### config.mk
export PLATFORM = sky130hd
export DESIGN_NAME = uart_cmd_bridge
export DESIGN_NICKNAME = d
export VERILOG_FILES = /design/src/logic/uart_pkg.sv /design/src/logic/cmd_pkg.sv /design/src/logic/uart_tx_frame.sv /design/src/logic/uart_rx_frame.sv /design/src/logic/cmd_sequencer.sv /design/src/logic/uart_cmd_bridge.sv
export SDC_FILE = /design/constraint.sdc
export NUM_CORES = 1
export LEC_CHECK = 0
export ABC_AREA = 1
export BUFFER_PORTS_ARGS = -buffer_cell sky130_fd_sc_hd__buf_2
export CAP_MARGIN = 20
export CORE_MARGIN = 2
export CORE_UTILIZATION = 31
export DETAILED_ROUTE_END_ITERATION = 8
export PLACE_DENSITY = 0.5
export SLEW_MARGIN = 20
export SYNTH_ARGS = -nofsm -noshare
export SYNTH_HDL_FRONTEND = slang
export SYNTH_SLANG_ARGS = --single-unit
### constraint.sdc
create_clock -name clk -period 2.31 [get_ports clk]
set_input_delay 0.1155 -clock clk [delete_from_list [all_inputs] [get_ports clk]]
set_output_delay 0.1155 -clock clk [all_outputs]
set_load 0.05 [all_outputs]
### src/logic/uart_pkg.sv
`default_nettype none

package uart_pkg;

  //////////////////////////////////////////////////
  // Line timing

  localparam int BIT_CYCLES        = 434;  // 50 MHz clock at 115200 baud
  localparam int HALF_BIT          = BIT_CYCLES / 2;
  localparam int GAP_BITS          = 2;
  localparam int RESP_TIMEOUT_BITS = 40;
  localparam int FRAME_BITS        = 11;   // Start, 8 data, parity, stop

  localparam int GAP_CYCLES     = GAP_BITS * BIT_CYCLES;
  localparam int TIMEOUT_CYCLES = RESP_TIMEOUT_BITS * BIT_CYCLES;

  // Counter widths follow from the constants above
  localparam int BIT_CNT_W = $clog2(BIT_CYCLES);
  localparam int IDX_W     = $clog2(FRAME_BITS);
  localparam int GAP_CNT_W = $clog2(GAP_CYCLES);
  localparam int TO_CNT_W  = $clog2(TIMEOUT_CYCLES);

  //////////////////////////////////////////////////
  // Received frame

  typedef struct packed {
    logic [7:0] data;
    logic       parity_err;  // Parity bit disagrees with even parity of data
    logic       stop_err;    // Stop bit sampled low
  } rx_status_t;

endpackage

`default_nettype wire

### src/logic/cmd_pkg.sv
`default_nettype none

package cmd_pkg;

  typedef enum logic {
    OP_READ  = 1'b0,
    OP_WRITE = 1'b1
  } op_t;

  // Op and addr together form the command byte sent first on the line
  typedef struct packed {
    op_t        op;
    logic [6:0] addr;
    logic [7:0] data;
  } cmd_t;

  typedef enum logic [2:0] {
    IDLE,
    SEND_CMD,
    GAP,
    SEND_DATA,
    WAIT_RESP,
    DONE
  } seq_state_t;

  // Result of a read, data is zero when the device never answered
  typedef struct packed {
    logic [7:0] data;
    logic       err;
  } rd_resp_t;

endpackage

`default_nettype wire

### src/logic/uart_tx_frame.sv
`timescale 1ns/1ps
`default_nettype none

module uart_tx_frame (
  input  wire logic       clk,
  input  wire logic       rst_n,
  input  wire logic       tx_start,
  input  wire logic [7:0] tx_byte,
  output logic            tx,
  output logic            tx_busy
);

  logic [uart_pkg::BIT_CNT_W-1:0] bit_cnt;
  logic [uart_pkg::IDX_W-1:0]     bit_idx;
  logic [9:0]                     shift_reg;  // Data, parity and stop still to go
  logic                           load;
  logic                           bit_end;
  logic                           parity;

  assign load    = tx_start && !tx_busy;
  assign bit_end = bit_cnt == uart_pkg::BIT_CYCLES - 1;
  assign parity  = ^tx_byte;  // Even parity over the data byte

  //////////////////////////////////////////////////
  // Bit timing and line driver

  always_ff @(posedge clk or negedge rst_n)
  begin
    if (!rst_n)
    begin
      tx      <= 1'b1;
      tx_busy <= 1'b0;
      bit_cnt <= '0;
      bit_idx <= '0;
    end
    else if (load)
    begin
      tx      <= 1'b0;  // Start bit goes out right away
      tx_busy <= 1'b1;
      bit_cnt <= '0;
      bit_idx <= '0;
    end
    else if (tx_busy)
    begin
      if (bit_end)
      begin
        bit_cnt <= '0;
        if (bit_idx == uart_pkg::FRAME_BITS - 1)
        begin
          // End of the stop bit, line stays high
          tx      <= 1'b1;
          tx_busy <= 1'b0;
        end
        else
        begin
          tx      <= shift_reg[0];
          bit_idx <= bit_idx + 1'b1;
        end
      end
      else
      begin
        bit_cnt <= bit_cnt + 1'b1;
      end
    end
  end

  //////////////////////////////////////////////////
  // Shift register, LSB leaves first

  always_ff @(posedge clk)
  begin
    if (load)
      shift_reg <= {1'b1, parity, tx_byte};
    else if (tx_busy && bit_end)
      shift_reg <= {1'b1, shift_reg[9:1]};  // Fill with idle level
  end

endmodule

`default_nettype wire

### src/logic/uart_rx_frame.sv
`timescale 1ns/1ps
`default_nettype none

module uart_rx_frame (
  input  wire logic           clk,
  input  wire logic           rst_n,
  input  wire logic           rx_arm,
  input  wire logic           rx,
  output logic                rx_done,
  output logic                rx_timeout,
  output uart_pkg::rx_status_t rx_status
);

  logic                           rx_meta;
  logic                           rx_sync;
  logic                           rx_prev;
  logic                           waiting;    // Armed, looking for a start bit
  logic                           receiving;
  logic [uart_pkg::TO_CNT_W-1:0]  to_cnt;
  logic [uart_pkg::BIT_CNT_W-1:0] bit_cnt;
  logic [uart_pkg::IDX_W-1:0]     bit_idx;
  logic [7:0]                     shift_reg;
  logic                           parity_bit;
  logic                           fall;
  logic                           mid_bit;
  logic                           bit_end;

  assign fall    = rx_prev && !rx_sync;
  assign mid_bit = bit_cnt == uart_pkg::HALF_BIT - 1;
  assign bit_end = bit_cnt == uart_pkg::BIT_CYCLES - 1;

  // Two-flop synchronizer, then one more stage for the edge detector
  always_ff @(posedge clk or negedge rst_n)
  begin
    if (!rst_n)
    begin
      rx_meta <= 1'b1;
      rx_sync <= 1'b1;
      rx_prev <= 1'b1;
    end
    else
    begin
      rx_meta <= rx;
      rx_sync <= rx_meta;
      rx_prev <= rx_sync;
    end
  end

  //////////////////////////////////////////////////
  // Control

  always_ff @(posedge clk or negedge rst_n)
  begin
    if (!rst_n)
    begin
      waiting    <= 1'b0;
      receiving  <= 1'b0;
      to_cnt     <= '0;
      bit_cnt    <= '0;
      bit_idx    <= '0;
      rx_done    <= 1'b0;
      rx_timeout <= 1'b0;
    end
    else
    begin
      rx_done    <= 1'b0;
      rx_timeout <= 1'b0;
      if (rx_arm)
      begin
        waiting <= 1'b1;
        to_cnt  <= '0;
      end
      else if (waiting)
      begin
        if (fall)
        begin
          waiting   <= 1'b0;
          receiving <= 1'b1;
          bit_cnt   <= '0;  // Bit times now run from the falling edge
          bit_idx   <= '0;
        end
        else if (to_cnt == uart_pkg::TIMEOUT_CYCLES - 1)
        begin
          waiting    <= 1'b0;
          rx_timeout <= 1'b1;
        end
        else
        begin
          to_cnt <= to_cnt + 1'b1;
        end
      end
      else if (receiving)
      begin
        bit_cnt <= bit_end ? '0 : bit_cnt + 1'b1;
        if (bit_end)
          bit_idx <= bit_idx + 1'b1;
        if (mid_bit && bit_idx == uart_pkg::FRAME_BITS - 1)
        begin
          receiving <= 1'b0;  // Done halfway into the stop bit
          rx_done   <= 1'b1;
        end
      end
    end
  end

  //////////////////////////////////////////////////
  // Mid-bit sampling

  always_ff @(posedge clk)
  begin
    if (receiving && mid_bit)
    begin
      if (bit_idx >= 4'd1 && bit_idx <= 4'd8)
        shift_reg <= {rx_sync, shift_reg[7:1]};  // LSB arrives first
      else if (bit_idx == 4'd9)
        parity_bit <= rx_sync;
      else if (bit_idx == uart_pkg::FRAME_BITS - 1)
      begin
        rx_status.data       <= shift_reg;
        rx_status.parity_err <= ^{shift_reg, parity_bit};
        rx_status.stop_err   <= !rx_sync;
      end
    end
  end

endmodule

`default_nettype wire

### src/logic/cmd_sequencer.sv
`timescale 1ns/1ps
`default_nettype none

module cmd_sequencer (
  input  wire logic                 clk,
  input  wire logic                 rst_n,
  input  wire cmd_pkg::cmd_t        cmd,
  input  wire logic                 cmd_vld,
  output logic                      cmd_rdy,
  output logic                      tx_start,
  output logic [7:0]                tx_byte,
  input  wire logic                 tx_busy,
  output logic                      rx_arm,
  input  wire logic                 rx_done,
  input  wire logic                 rx_timeout,
  input  wire uart_pkg::rx_status_t rx_status,
  output logic                      read_rdy,
  output cmd_pkg::rd_resp_t         read_resp
);

  cmd_pkg::seq_state_t            state;
  cmd_pkg::cmd_t                  cmd_q;
  logic [uart_pkg::GAP_CNT_W-1:0] gap_cnt;
  logic                           frame_done;

  assign cmd_rdy  = state == cmd_pkg::IDLE;
  assign read_rdy = state == cmd_pkg::DONE;  // DONE lasts exactly one cycle

  // The tx_start cycle comes before tx_busy rises, so it must not count as done
  assign frame_done = !tx_start && !tx_busy;

  assign tx_byte = (state == cmd_pkg::SEND_DATA) ? cmd_q.data : {cmd_q.op, cmd_q.addr};

  // Command held for the whole transaction
  always_ff @(posedge clk)
  begin
    if (cmd_vld && cmd_rdy)
      cmd_q <= cmd;
  end

  //////////////////////////////////////////////////
  // Sequencer FSM

  always_ff @(posedge clk or negedge rst_n)
  begin
    if (!rst_n)
    begin
      state     <= cmd_pkg::IDLE;
      tx_start  <= 1'b0;
      rx_arm    <= 1'b0;
      gap_cnt   <= '0;
      read_resp <= '0;
    end
    else
    begin
      tx_start <= 1'b0;
      rx_arm   <= 1'b0;

      case (state)
        cmd_pkg::IDLE:
        begin
          if (cmd_vld)
          begin
            state    <= cmd_pkg::SEND_CMD;
            tx_start <= 1'b1;  // Command byte first for both kinds
          end
        end

        cmd_pkg::SEND_CMD:
        begin
          if (frame_done)
          begin
            if (cmd_q.op == cmd_pkg::OP_WRITE)
            begin
              state   <= cmd_pkg::GAP;
              gap_cnt <= '0;
            end
            else
            begin
              state  <= cmd_pkg::WAIT_RESP;
              rx_arm <= 1'b1;
            end
          end
        end

        cmd_pkg::GAP:
        begin
          // One cycle to get here and two to start the next frame make up the rest
          if (gap_cnt == uart_pkg::GAP_CYCLES - 3)
          begin
            state    <= cmd_pkg::SEND_DATA;
            tx_start <= 1'b1;
          end
          else
          begin
            gap_cnt <= gap_cnt + 1'b1;
          end
        end

        cmd_pkg::SEND_DATA:
        begin
          if (frame_done)
            state <= cmd_pkg::IDLE;
        end

        cmd_pkg::WAIT_RESP:
        begin
          if (rx_timeout)
          begin
            read_resp.data <= 8'h00;  // Nothing arrived
            read_resp.err  <= 1'b1;
            state          <= cmd_pkg::DONE;
          end
          else if (rx_done)
          begin
            read_resp.data <= rx_status.data;  // Kept even when the frame is bad
            read_resp.err  <= rx_status.parity_err | rx_status.stop_err;
            state          <= cmd_pkg::DONE;
          end
        end

        cmd_pkg::DONE:
        begin
          state <= cmd_pkg::IDLE;
        end

        default:
        begin
          state <= cmd_pkg::IDLE;
        end
      endcase
    end
  end

endmodule

`default_nettype wire

### src/logic/uart_cmd_bridge.sv
`timescale 1ns/1ps
`default_nettype none

module uart_cmd_bridge (
  input  wire logic          clk,
  input  wire logic          rst_n,
  input  wire cmd_pkg::cmd_t cmd,
  input  wire logic          cmd_vld,
  output logic               cmd_rdy,
  input  wire logic          rx,
  output logic               tx,
  output logic               read_rdy,
  output logic [7:0]         read_data,
  output logic               read_err
);

  logic                 tx_start;
  logic [7:0]           tx_byte;
  logic                 tx_busy;
  logic                 rx_arm;
  logic                 rx_done;
  logic                 rx_timeout;
  uart_pkg::rx_status_t rx_status;
  cmd_pkg::rd_resp_t    read_resp;

  assign read_data = read_resp.data;
  assign read_err  = read_resp.err;

  cmd_sequencer u_seq (
    .clk        (clk),
    .rst_n      (rst_n),
    .cmd        (cmd),
    .cmd_vld    (cmd_vld),
    .cmd_rdy    (cmd_rdy),
    .tx_start   (tx_start),
    .tx_byte    (tx_byte),
    .tx_busy    (tx_busy),
    .rx_arm     (rx_arm),
    .rx_done    (rx_done),
    .rx_timeout (rx_timeout),
    .rx_status  (rx_status),
    .read_rdy   (read_rdy),
    .read_resp  (read_resp)
  );

  uart_tx_frame u_tx (
    .clk      (clk),
    .rst_n    (rst_n),
    .tx_start (tx_start),
    .tx_byte  (tx_byte),
    .tx       (tx),
    .tx_busy  (tx_busy)
  );

  // Only armed during reads, so rx traffic during a write is never seen
  uart_rx_frame u_rx (
    .clk        (clk),
    .rst_n      (rst_n),
    .rx_arm     (rx_arm),
    .rx         (rx),
    .rx_done    (rx_done),
    .rx_timeout (rx_timeout),
    .rx_status  (rx_status)
  );

endmodule

`default_nettype wire

# [Word-level counts from Yosys, hierarchy flattened]
# Index checks and enable logic that the tools add are counted.
[word_totals] ff_bits=118 latch_bits=0 ramBits=0 rom_bits=0 input_bits=20 out_inout_bits=12 word_cells=165 n_memories=0
[op_classes] add_sub_neg=6 multipliers=0 n_div=0 n_lt_le_gt_ge=2 eq_ne=24 n_shift=0 mux=66 bitwise_logic=4 n_reduce_logical=34
[ops] op="$mux 9" count=11
[ops] op="$mux 15" count=4
[ops] op="$mux 4" count=8
[ops] op="$mux 10" count=3
[ops] op="$mux 1" count=29
[ops] op="$mux 3" count=7
[ops] op="$pmux 10 s2" count=1
[ops] op="$add 9x1->9 const B" count=2
[ops] op="$eq 9x9->1 const B" count=2
[ops] op="$reduce_bool 2->1" count=8
[ops] op="$add 15x1->15 const B" count=1
[ops] op="$eq 15x15->1 const B" count=1
[ops] op="$pmux 3 s5" count=1
[ops] op="$eq 4x4->1 const B" count=3
[ops] op="$reduce_and 3->1" count=4
[ops] op="$reduce_and 4->1" count=3
[ops] op="$add 10x1->10 const B" count=1
[ops] op="$eq 10x10->1 const B" count=1
[ops] op="$ne 2x1->1 const B" count=5
[ops] op="$ne 2x2->1 const B" count=5
[ops] op="$eq 9x8->1 const B" count=1
[ops] op="$reduce_xor 9->1" count=1
[ops] op="$add 4x1->4 const B" count=2
[ops] op="$logic_and 1x1->1" count=8
[ops] op="other kinds (15)" count=24

# [Depth between registers and ports, before layout]
# Gate-level depths: netlist (run 1).
[depth] ltp_word=6 mapped_depth=13 depth_no_buf=11

# [Modules after synthesis]
# A second synthesis (run 1) with hierarchy kept.
[unflattened] cells_unflattened=719 area_unflattened_um2=6178.4
[modules_own_cells] mod="uart_rx_frame" n_inst=1 cells_each=338 area_per_inst_um2=2862.7 seq_area_each_um2=1450.1
[modules_own_cells] mod="cmd_sequencer" n_inst=1 cells_each=202 area_per_inst_um2=1933.1 seq_area_each_um2=1081.0
[modules_own_cells] mod="uart_tx_frame" n_inst=1 cells_each=179 area_per_inst_um2=1382.6 seq_area_each_um2=646.9

# [Least setup slack after synthesis (run 1)]
# No wires, ideal clock.
[synth_timing] path_kind="flip-flop to flip-flop" from="register u_seq.state[0]" to="register u_seq.cmd_q[0] (netlist bit) (enable)" setup_ps=389 t_arrival_ps=1468 required_ps=1921 path_slack_ps=454 stages_incl_launch_ff=5 path_buffers=1 synth_period_minus_slack_ps=1856 cell_sequence="dfrtp_1 buf_6 nor2_1 nand2_1 nor2_1"
[synth_via] elab_chain_cells=2
[synth_rtl] element="start: declaration" line_no="cmd_sequencer.sv:21" rtl="cmd_pkg::seq_state_t state;"
[synth_rtl] element="start signal: assignment" line_no="cmd_sequencer.sv:48" rtl="state <= cmd_pkg::IDLE;"
[synth_rtl] element="start signal: assignment" line_no="cmd_sequencer.sv:64" rtl="state <= cmd_pkg::SEND_CMD;"
[synth_rtl] element="start signal: assignment" line_no="cmd_sequencer.sv:75" rtl="state <= cmd_pkg::GAP;"
[synth_rtl] element="$logic_not 3->1" line_no="cmd_sequencer.sv:26" rtl="assign cmd_rdy = state == cmd_pkg::IDLE;"
[synth_rtl] element="$logic_and 1x1->1" line_no="cmd_sequencer.sv:37" rtl="if (cmd_vld && cmd_rdy)"
[synth_rtl] element="end signal: assignment" line_no="cmd_sequencer.sv:38" rtl="cmd_q <= cmd;"
[synth_rtl] element="end: declaration" line_no="cmd_sequencer.sv:22" rtl="cmd_pkg::cmd_t cmd_q;"
# No other way between the ends.
# A chain may end at the register's enable or synchronous reset.

# [Worst setup path in the final report (run 1)]
[layout_timing] from="register u_rx.to_cnt[0] (netlist bit)" to="register u_rx.to_cnt[7] (netlist bit)"
[layout_via] elab_chain_cells=5 word_cells_on_any_way=8 cone_classes="add/sub (1); eq/ne (2); mux (4); reduce/logical (1)"
[layout_rtl] element="start: declaration" line_no="uart_rx_frame.sv:19" rtl="logic [uart_pkg::TO_CNT_W-1:0] to_cnt;"
[layout_rtl] element="start signal: assignment" line_no="uart_rx_frame.sv:89" rtl="to_cnt <= to_cnt + 1'b1;"
[layout_rtl] element="$add 15x1->15" line_no="uart_rx_frame.sv:89"
[layout_rtl] element="$mux 15" line_no="uart_rx_frame.sv:82" rtl="else if (to_cnt == uart_pkg::TIMEOUT_CYCLES - 1)"
[layout_rtl] element="$mux 15" line_no="uart_rx_frame.sv:75" rtl="if (fall)"
[layout_rtl] element="$mux 15" line_no="uart_rx_frame.sv:73" rtl="else if (waiting)"
[layout_rtl] element="$mux 15" line_no="uart_rx_frame.sv:68" rtl="if (rx_arm)"
# Parallel ways exist; a longest one is shown, timed or not. The select of a mux whose other input is x is not followed.

==> run_results.csv, run 1 <==
group,metric,value,unit
synthesis,seq_area_frac_synth,0.5359,
floorplan,die_x,142.3,um
sta,hold_violations,0,
sta,period_minus_slack,1.929,ns
power,leakagePower,3.197,nW
sta,period_share,0.8352,
placement,dp_hpwl,8632,um
detailed_routing,wire_per_inst,12.39,um
cts,cts_max_level,4,
synthesis,syn_inst,670,
sta,fmax,0.5183,GHz
detailed_routing,viasPerCell,4.716,
sta,maxSlewViolCount,0,
synthesis,synth_xor_area_frac,0.03397,
global_route,grt_remaining_overflow,0,
floorplan,rows,50,
sta,rsz0062_at_grt,"no",
detailed_routing,vias,4636,
global_route,track_usage,0.1293,
setup_path,cp_max_fo,17,
placement,io_buffers,31,
synthesis,synthMuxAreaShare,0.001899,
sta,final-setup-viol-count,0,
cts,post_cts_resized,0,
detailed_routing,drc,0,
flow_run,cap_violations,0,
sta,setup-tns-final,0,ns
cells_and_area,final_nets,770,
synthesis,synth_compound_area_frac,0.09114,
cts,cts_tree,"done",
placement,place_area,6389,sq um
synthesis,syn_nets,704,
cells_and_area,nFillCells,1868,
placement,globalplace.congestion,0.7931,
cts,clock_latency,0.41,ns
detailed_routing,drt_iter0_drc,242,
power,ir_drop,0.4737,mV
cts,cts_made_buffers,17,
detailed_routing,drtAntennaViolNets,0,
cts,clockRootBuffer,"clkbuf_16",
setup_path,arrival,2.23,ns
synthesis,synth_cell_types,41,
run_status,outcome,"finished, final reports clean",
global_route,grt_max_degree,75,
floorplan,ios,32,
floorplan,initial_core_util,0.3160,
cells_and_area,reg.largest.list,"u_seq.cmd_q (16), u_rx.to_cnt (15)",
detailed_routing,wirelength,12180,um
global_route,grt_pass1_vias,4555,
cells_and_area,stdcell_count,983,
cells_and_area,diodes,0,
cts,clkTransAtPathRegs,0.06,ns
power,power_density,660.7,nW/um^2
cts,clock_sinks,118,
power,p_total,4.708,mW
cells_and_area,top_register,"u_seq.cmd_q",
cells_and_area,largest_reg_flops,16,
synthesis,synth-simple-area-share,0.2447,
floorplan,die_h,142.3,um
synthesis,synth_adder_area_share,0.02954,
sta,relSlewSlack,0.5104,
synthesis,synth_area_leaders,"dfrtp_1 30%, edfxtp_1 22%, nand2_1 12%",
synthesis,post_synth.cell_area_avg,8.852,sq um
synthesis,synth_top_family_by_area,"simple AND/OR/NAND/NOR gates",
cells_and_area,synthToLayoutAreaGrowth,20.15,%
detailed_routing,drtPass1Iterations,4,
global_route,antenna_found_initial,0,
setup_path,critPathCaptureType,"flip-flop",
cells_and_area,utilization,0.3797,
floorplan,die_area,20250,sq um
cells_and_area,layout-drive-gt1-share,0.1415,
setup_path,crit_type,"flip-flop to flip-flop",
sta,clock_skew,0.01069,ns
global_route,grt_pass1_wl,20980,um
cts,cts.path.max_buffers,2,
worst_hold_path,hold_class,"input pin to flip-flop",
synthesis,yosys.area.top_type,"dfrtp_1",
cells_and_area,finalInstanceArea,7126,sq um
synthesis,netlist.area_leader.share,0.2954,
synthesis,yosysWarnings,0,
sta,worst_pin_slew,0.7317,ns
placement,placedCellCount,933,
floorplan,core,18770,sq um
synthesis,synth_seq_cells,118,
synthesis,syn_area,5931,sq um
setup_path,required,2.61,ns
setup_path,critPathLaunchType,"flip-flop",
-- repair_timing --
action | in CTS | in global routing
endpoints found under the setup margin | 0 | 0
hold endpoints to repair | 87 | 0
buffers inserted | 0 | 0
hold buffers | 18 | 0
-- placed cells by master (no fill, tap or decap), types with 3 or more instances in the layout --
| master | n |
|---|---|
| inv_4 | 3 |
| a21oi_1 | 9 |
| o31ai_1 | 5 |
| inv_2 | 5 |
| nor2_1 | 50 |
| nor3_1 | 18 |
| nand4_1 | 17 |
| nand3_1 | 46 |
| nand2_1 | 185 |
| buf_4 | 9 |
| clkinvlp_4 | 3 |
| clkinv_4 | 5 |
| edfxtp_1 | 44 |
| a31o_2 | 4 |
| xnor2_1 | 5 |
| o21ai_2 | 4 |
| o21ai_0 | 52 |
| clkbuf_16 | 17 |
| inv_1 | 69 |
| o22ai_1 | 8 |
| o21ai_1 | 6 |
| xor2_1 | 18 |
| dfstp_2 | 4 |
| buf_2 | 30 |
| ha_1 | 14 |
| dfrtp_1 | 70 |
| nor2_2 | 5 |
| dlygate4sd3_1 | 18 |
-- cell usage after synthesis (all sizes together) --
library cell / instances
ha: 14
o21ai: 63
mux2: 1
nor3: 19
clkinv: 1
buf: 7
nand2: 186
o31ai: 5
o22ai: 8
or2: 2
nand3: 47
xor2: 18
dfrtp: 70
a31o: 4
nor2: 56
a21oi: 11
inv: 77
xnor2: 5
clkbuf: 4
a31oi: 1
edfxtp: 44
nand3b: 1
dfstp: 4
nand4: 18
nor4: 2
nor3b: 2
-- metal layers --
metal / routed length, um / share of wire / global-route usage
met4: 245 / 0.020 / 0.06774
met5: 0 / 0 / 0
met3: 349 / 0.029 / 0.03297
met2: 5813 / 0.48 / 0.2080
met1: 5768 / 0.47 / 0.1606
-- worst paths after layout --
| kind | startpoint | endpoint | slack, ns | cells after the start |
|---|---|---|---|---|
| setup / recovery | u_rx.to_cnt[0] | u_rx.to_cnt[7] | 0.38 | 9 |
| hold / removal | cmd_vld | u_seq.tx_start | 0.03 | 3 |
| setup reg to reg | u_rx.to_cnt[0] | u_rx.to_cnt[7] | 0.38 | 9 |
| hold reg to reg | u_rx.rx_meta | u_rx.rx_sync | 0.35 | 0 |
| max in group asynchronous | rst_n | u_rx.rx_meta | 1.69 | 3 |
| min in group asynchronous | rst_n | u_seq.gap_cnt[4] | 0.23 | 3 |
-- power breakdown --
group | internal, mW | switching (mW) | total (mW)
Combinational | 0.0354 | 0.0360 | 0.0714
Clock | 1.48 | 0.981 | 2.46
Sequential | 2.17 | 0.00149 | 2.17
Total | 3.69 | 1.02 | 4.71
-- kinds of logic after synthesis --
logic type,Yosys count
AND/OR/NAND/NOR,333
multiplexers,1
XOR/XNOR,23
flip-flops,118
buffers and inverters,89
AO/OA/AOI/OAI,92
adder cells (fa/ha/maj),14
-- critical path, stage by stage (launching register included) --
cell and delay [ns]:
dfrtp_1 0.38, ha_1 0.23, nand3_1 0.19, inv_1 0.16
nand3_1 0.12, nand2_1 0.23, buf_4 0.25, nor2_1 0.05
o21ai_0 0.15, nor2_1 0.05
-- through the flow --
step / hold WS [ns] / worst slack, ns
after floorplan: -0.1801 / 0.4535
after global placement: 0.1626 / 0.4131
after detailed placement: 0.1660 / 0.3760
after CTS: 0.01211 / 0.3699
after global routing: 0.02529 / 0.1330
final: 0.02866 / 0.3807
-- layout make-up --
cell class | count | area [sq um] | area share
clock inverter | 14 | 127.6 | 0.01791
timing repair buffer | 58 | 417.9 | 0.05865
tap | 234 | 292.8 | 0.04109
sequential | 118 | 3178 | 0.4460
multi-input combinational | 463 | 2380 | 0.3340
inverter | 78 | 300.3 | 0.04214
clock buffer | 18 | 429.2 | 0.06023
No activity file was read; power rests on OpenSTA's default activity.
==> run 2, diff against run 1 <==
PLACE_DENSITY = 0.52   (was 0.5)
clock period = 1.6 ns   (was 2.31 ns; I/O delays follow)
==> run_results.csv, run 2 (synthesized netlist as in run 1, its figures left out) <==
group,metric,value,unit
setup_path,cp_num_buf_inv,4,
global_route,antenna_found_initial,0,
cells_and_area,final_nets,861,
sta,worst_pin_slew,0.5151,ns
flow_run,cap_violations,0,
sta,maxSlewViolCount,0,
sta,hold_violations,0,
global_route,grt_max_degree,37,
floorplan,die_h,142.3,um
setup_path,critPathMostFrequentCell,"buf_4",
sta,fmax,0.6141,GHz
placement,io_buffers,31,
run_status,outcome,"complete, but fails checks",
sta,final-setup-viol-count,2,
setup_path,cp_max_fo,4,
detailed_routing,drt_iter0_drc,243,
power,leakagePower,3.765,nW
sta,setup_ws,-0.02841,ns
cts,clockRootBuffer,"clkbuf_16",
cells_and_area,diodes,0,
detailed_routing,drtPass1Iterations,5,
power,p_total,7.310,mW
global_route,use_met1,0.1781,
cells_and_area,reg.largest.list,"u_seq.cmd_q (16), u_rx.to_cnt (15)",
floorplan,ios,32,
cells_and_area,largest_reg_flops,16,
sta,period_share,1.018,
sta,clock_skew,0.007617,ns
placement,globalplace.congestion,0.7979,
placement,dp_hpwl,9233,um
cts,cts.path.max_buffers,2,
sta,relSlewSlack,0.6566,
sta,rsz0062_at_grt,"yes",
global_route,grt_remaining_overflow,0,
power,power_density,877.5,nW/um^2
cells_and_area,final_common_cell,"nand2_1",
placement,placedCellCount,1006,
setup_path,arrival,1.55,ns
setup_path,critical-path-top-delay-family,"buffers and inverters",
setup_path,crit_type,"flip-flop to output pin",
worst_hold_path,hold_class,"input pin to flip-flop",
floorplan,die_area,20250,sq um
floorplan,core,18770,sq um
global_route,track_usage,0.1353,
cts,cts_made_buffers,17,
cts,clock_latency,0.41,ns
floorplan,initial_core_util,0.3160,
detailed_routing,wirelength,13210,um
detailed_routing,viasPerCell,4.554,
cells_and_area,synthToLayoutAreaGrowth,40.46,%
detailed_routing,drc,0,
floorplan,die_x,142.3,um
power,ir_drop,0.7191,mV
run_status,violations,"setup timing",
cts,clock_sinks,118,
cells_and_area,most-common-layout-cells,"159 x nand2_1, 87 x buf_4, 68 x dfrtp_1, 62 x inv_1, 49 x o21ai_0",
sta,period_minus_slack,1.628,ns
floorplan,rows,50,
global_route,grt_util_met2,0.2192,
setup_path,crit_path_max_incr_delay,0.40,ns
cells_and_area,layout-drive-gt1-share,0.3155,
sta,holdWs,0.04985,ns
cells_and_area,stdcell_count,1074,
cts,cts_tree,"done",
detailed_routing,drtAntennaViolNets,0,
global_route,grt_pass1_wl,21740,um
setup_path,critPathCaptureType,"output pin",
setup_path,critPathLaunchType,"flip-flop",
cts,cts_max_level,4,
cells_and_area,top_register,"u_seq.cmd_q",
setup_path,required,1.52,ns
detailed_routing,wire_per_inst,12.30,um
setup_path,cp_cell_sequence,"buf_4 -> nor2_4 -> nand2_4 -> buf_4 -> inv_1 -> buf_6",
cts,clkTransAtPathRegs,0.05,ns
global_route,grt-busiest-layer,"met2",
sta,setup-tns-final,-0.02976,ns
detailed_routing,vias,4891,
setup_path,crit_slowest_cell,"dfrtp_1",
global_route,grt_pass1_vias,4655,
global_route,use_met3,0.03970,
run 2: stage by stage:
step                      worst slack (ns)    util  cell area (sq um)
final                             -0.02841  0.4439               8330
after global routing               -0.1255  0.4439               8330
after CTS                         -0.02897  0.4229               7936
after detailed placement          -0.09032  0.3745               7029
after global placement            -0.06381  0.3745               7029
after floorplan                   0.004222       -               5961
run 2: routing by layer:
metal | share of wire | up-vias
met5 | 0 | -
met4 | 0.0082 | 0
met3 | 0.024 | 9
met2 | 0.50 | 43
met1 | 0.47 | 2294
li1 | - | 2545
run 2: path summary, 6_finish.rpt:
check / start / endpoint / slack, ns / cells past startpoint
worst max-delay path: u_seq.state[1] / cmd_rdy / -0.03 / 6
worst min-delay path: cmd_vld / u_seq.tx_start / 0.05 / 3
worst max register to register: u_seq.state[0] / u_tx.shift_reg[8] / 0 / 12
worst min register to register: u_rx.rx_meta / u_rx.rx_sync / 0.36 / 0
max in group asynchronous: rst_n / u_rx.rx_meta / 0.83 / 3
min in group asynchronous: rst_n / u_seq.gap_cnt[4] / 0.19 / 2
run 2: cell type report:
cell class,count,area (sq um)
Tap cell,234,292.8
Inverter,78,305.3
Clock buffer,18,439.2
Sequential cell,118,3181
Clock inverter,14,195.2
Fill cell,1788,10440
Timing Repair Buffer,147,1197
Multi-Input combinational cell,465,2720
run 2: timing repair:
action,in CTS,in global routing
setup endpoints to repair,27,54
hold endpoints to repair,49,0
setup buffers,3,12
pin swaps,3,35
gates cloned,1,2
resized for setup,18,79
hold buffers,18,0
run 2: tightest hold or removal path, stage by stage:
cell,delay (ns)
buf_2,0.11
inv_1,0.12
o22ai_1,0.10
run 2: report_power, final:
part / switching, mW / internal, mW
Sequential: 0.00203 / 3.14
Clock: 1.40 / 2.66
Combinational: 0.0579 / 0.0558
Total: 1.46 / 5.85
==> run 3, diff against run 2 <==
CORE_UTILIZATION = 40   (was 31)
PLACE_DENSITY = 0.62   (was 0.52)
SKIP_LAST_GASP = 1   (was not set)
==> run_results.csv, run 3 (synthesized netlist as in run 1, its figures left out) <==
group,metric,value,unit
run_status,outcome,"complete, but fails checks",
run_status,violations,"setup timing",
placement,io_buffers,31,
cells_and_area,largest_reg_flops,16,
setup_path,required,1.74,ns
power,power_density,888.9,nW/um^2
cts,clock_latency,0.43,ns
cts,clkTransAtPathRegs,0.05,ns
cells_and_area,layout-drive-gt1-share,0.2817,
floorplan,die_x,125.8,um
sta,fmax,0.6226,GHz
cells_and_area,top_register,"u_seq.cmd_q",
detailed_routing,wire_per_inst,13.43,um
cells_and_area,stdcell_count,1004,
cts,cts.path.max_buffers,2,
global_route,grt_pass1_vias,4960,
setup_path,cp_max_fo,10,
setup_path,crit_path_max_incr_delay,0.42,ns
placement,placedCellCount,940,
placement,place_area,6834,sq um
floorplan,die_area,15820,sq um
placement,globalplace.congestion,0.8739,
power,leakagePower,3.601,nW
global_route,grt_max_degree,36,
placement,dp_worst_setup_slack,-0.1448,ns
sta,period_share,1.004,
sta,relSlewSlack,0.6300,
cts,clock_sinks,118,
cts,cts_tree,"done",
sta,rsz0062_at_grt,"yes",
sta,period_minus_slack,1.606,ns
detailed_routing,drtAntennaViolNets,0,
power,p_total,7.083,mW
sta,clock_skew,0.006649,ns
detailed_routing,viasPerCell,5.017,
floorplan,core,14530,sq um
cells_and_area,final_nets,841,
global_route,grt_pass1_wl,22260,um
cells_and_area,most-common-layout-cells,"169 x nand2_1, 70 x buf_4, 67 x dfrtp_1, 63 x inv_1, 49 x o21ai_0",
detailed_routing,wirelength,13480,um
cells_and_area,finalInstanceArea,7969,sq um
cells_and_area,nFillCells,1251,
setup_path,crit_type,"flip-flop to flip-flop",
floorplan,rows,44,
cells_and_area,synthToLayoutAreaGrowth,34.37,%
floorplan,initial_core_util,0.4081,
global_route,antenna_found_initial,0,
global_route,grt_remaining_overflow,0,
cells_and_area,final_common_cell,"nand2_1",
detailed_routing,vias,5037,
global_route,track_usage,0.1737,
sta,maxSlewViolCount,0,
worst_hold_path,hold_class,"input pin to async pin",
sta,setup_ws,-0.006289,ns
setup_path,arrival,1.75,ns
power,ir_drop,0.7356,mV
cts,cts_made_buffers,17,
detailed_routing,drtPass1Iterations,5,
detailed_routing,drt_iter0_drc,294,
setup_path,critPathCaptureType,"flip-flop",
detailed_routing,drc,0,
sta,holdWs,0.1508,ns
setup_path,cp_cell_sequence,"inv_2 -> ha_2 -> nand2_2 -> nor2_1 -> mux2_4 -> nand2_2 -> nor2_4 -> buf_12",
sta,final-setup-viol-count,10,
setup_path,crit_slowest_cell,"dfrtp_1",
floorplan,die_h,125.8,um
sta,hold_violations,0,
cells_and_area,diodes,0,
floorplan,ios,32,
sta,worst_pin_slew,0.5543,ns
cells_and_area,reg.largest.list,"u_seq.cmd_q (16), u_rx.to_cnt (15)",
cts,clockRootBuffer,"clkbuf_16",
setup_path,critPathMostFrequentCell,"nand2_2",
cts,cts_max_level,4,
placement,dp_hpwl,9072,um
flow_run,cap_violations,0,
setup_path,critPathLaunchType,"flip-flop",
-- run 3: changes by cell type in the layout (fill, tap and decap cells not counted), moves of 4 or more --
| cell | before | now |
|---|---|---|
| buf_4 | 87 | 70 |
| nand2_1 | 159 | 169 |
| nand2_2 | 21 | 13 |
| buf_6 | 7 | 3 |
| clkinv_2 | 0 | 4 |
| inv_6 | 4 | 0 |
-- run 3: layout make-up --
cell class	instances	area, sq um	area share
flip-flops and latches	118	3182	0.3993
multi-input cells	464	2623	0.3291
repair buffers	128	1040	0.1305
clock buffers	18	429.2	0.05385
inverters	78	305.3	0.03831
well taps	184	230.2	0.02889
clock inverters	14	160.2	0.02010
-- run 3: where the power goes --
group          switching, mW  total, mW  internal, mW
logic                 0.0583      0.117        0.0591
registers            0.00185       3.14          3.14
clock network           1.40       3.83          2.42
total                   1.46       7.08          5.62
-- run 3: worst paths after layout --
path | from | endpoint | cells past startpoint | slack [ns]
max reg2reg | u_rx.bit_idx[0] | u_rx.rx_status[9] | 8 | -0.006
min reg2reg | u_rx.rx_meta | u_rx.rx_sync | 0 | 0.36
max in group asynchronous | rst_n | u_tx.tx | 3 | 0.90
min | rst_n | u_seq.gap_cnt[3] | 2 | 0.15
max | u_rx.bit_idx[0] | u_rx.rx_status[9] | 8 | -0.006
min in group clk | rx | u_rx.rx_meta | 2 | 0.30
-- run 3: per-layer routing --
layer  share of wire  GRT usage
met4           0.020    0.07434
met2            0.52     0.3059
met5               0          0
met3           0.031    0.04206
met1            0.43     0.2025
-- run 3: repair_timing --
| action | in CTS | in global routing |
|---|---|---|
| pin swaps | 6 | 16 |
| hold buffers | 19 | 0 |
| endpoints found under the hold margin | 68 | 0 |
| setup endpoints to repair | 26 | 71 |
| setup buffers | 3 | 9 |
| cloned | 0 | 2 |
| gates resized for setup | 14 | 56 |
-- run 3: worst max-delay path: cells and delay by family (launching register included) --
| kind | cells | cell delay [ns] |
|---|---|---|
| DFF | 1 | 0.42 |
| muxes | 1 | 0.18 |
| buffers and inverters | 2 | 0.22 |
| adders and majority gates | 1 | 0.19 |
| and+or+nand+nor | 4 | 0.31 |
-- run 3: stage by stage --
stage	util	TNS [ns]
2_1_floorplan	-	0
3_3_place_gp	0.4702	-0.8225
3_5_place_dp	0.4702	-2.128
4_1_cts	0.5292	-0.2683
5_1_grt	0.5483	-2.295
6_report	0.5483	-0.03538
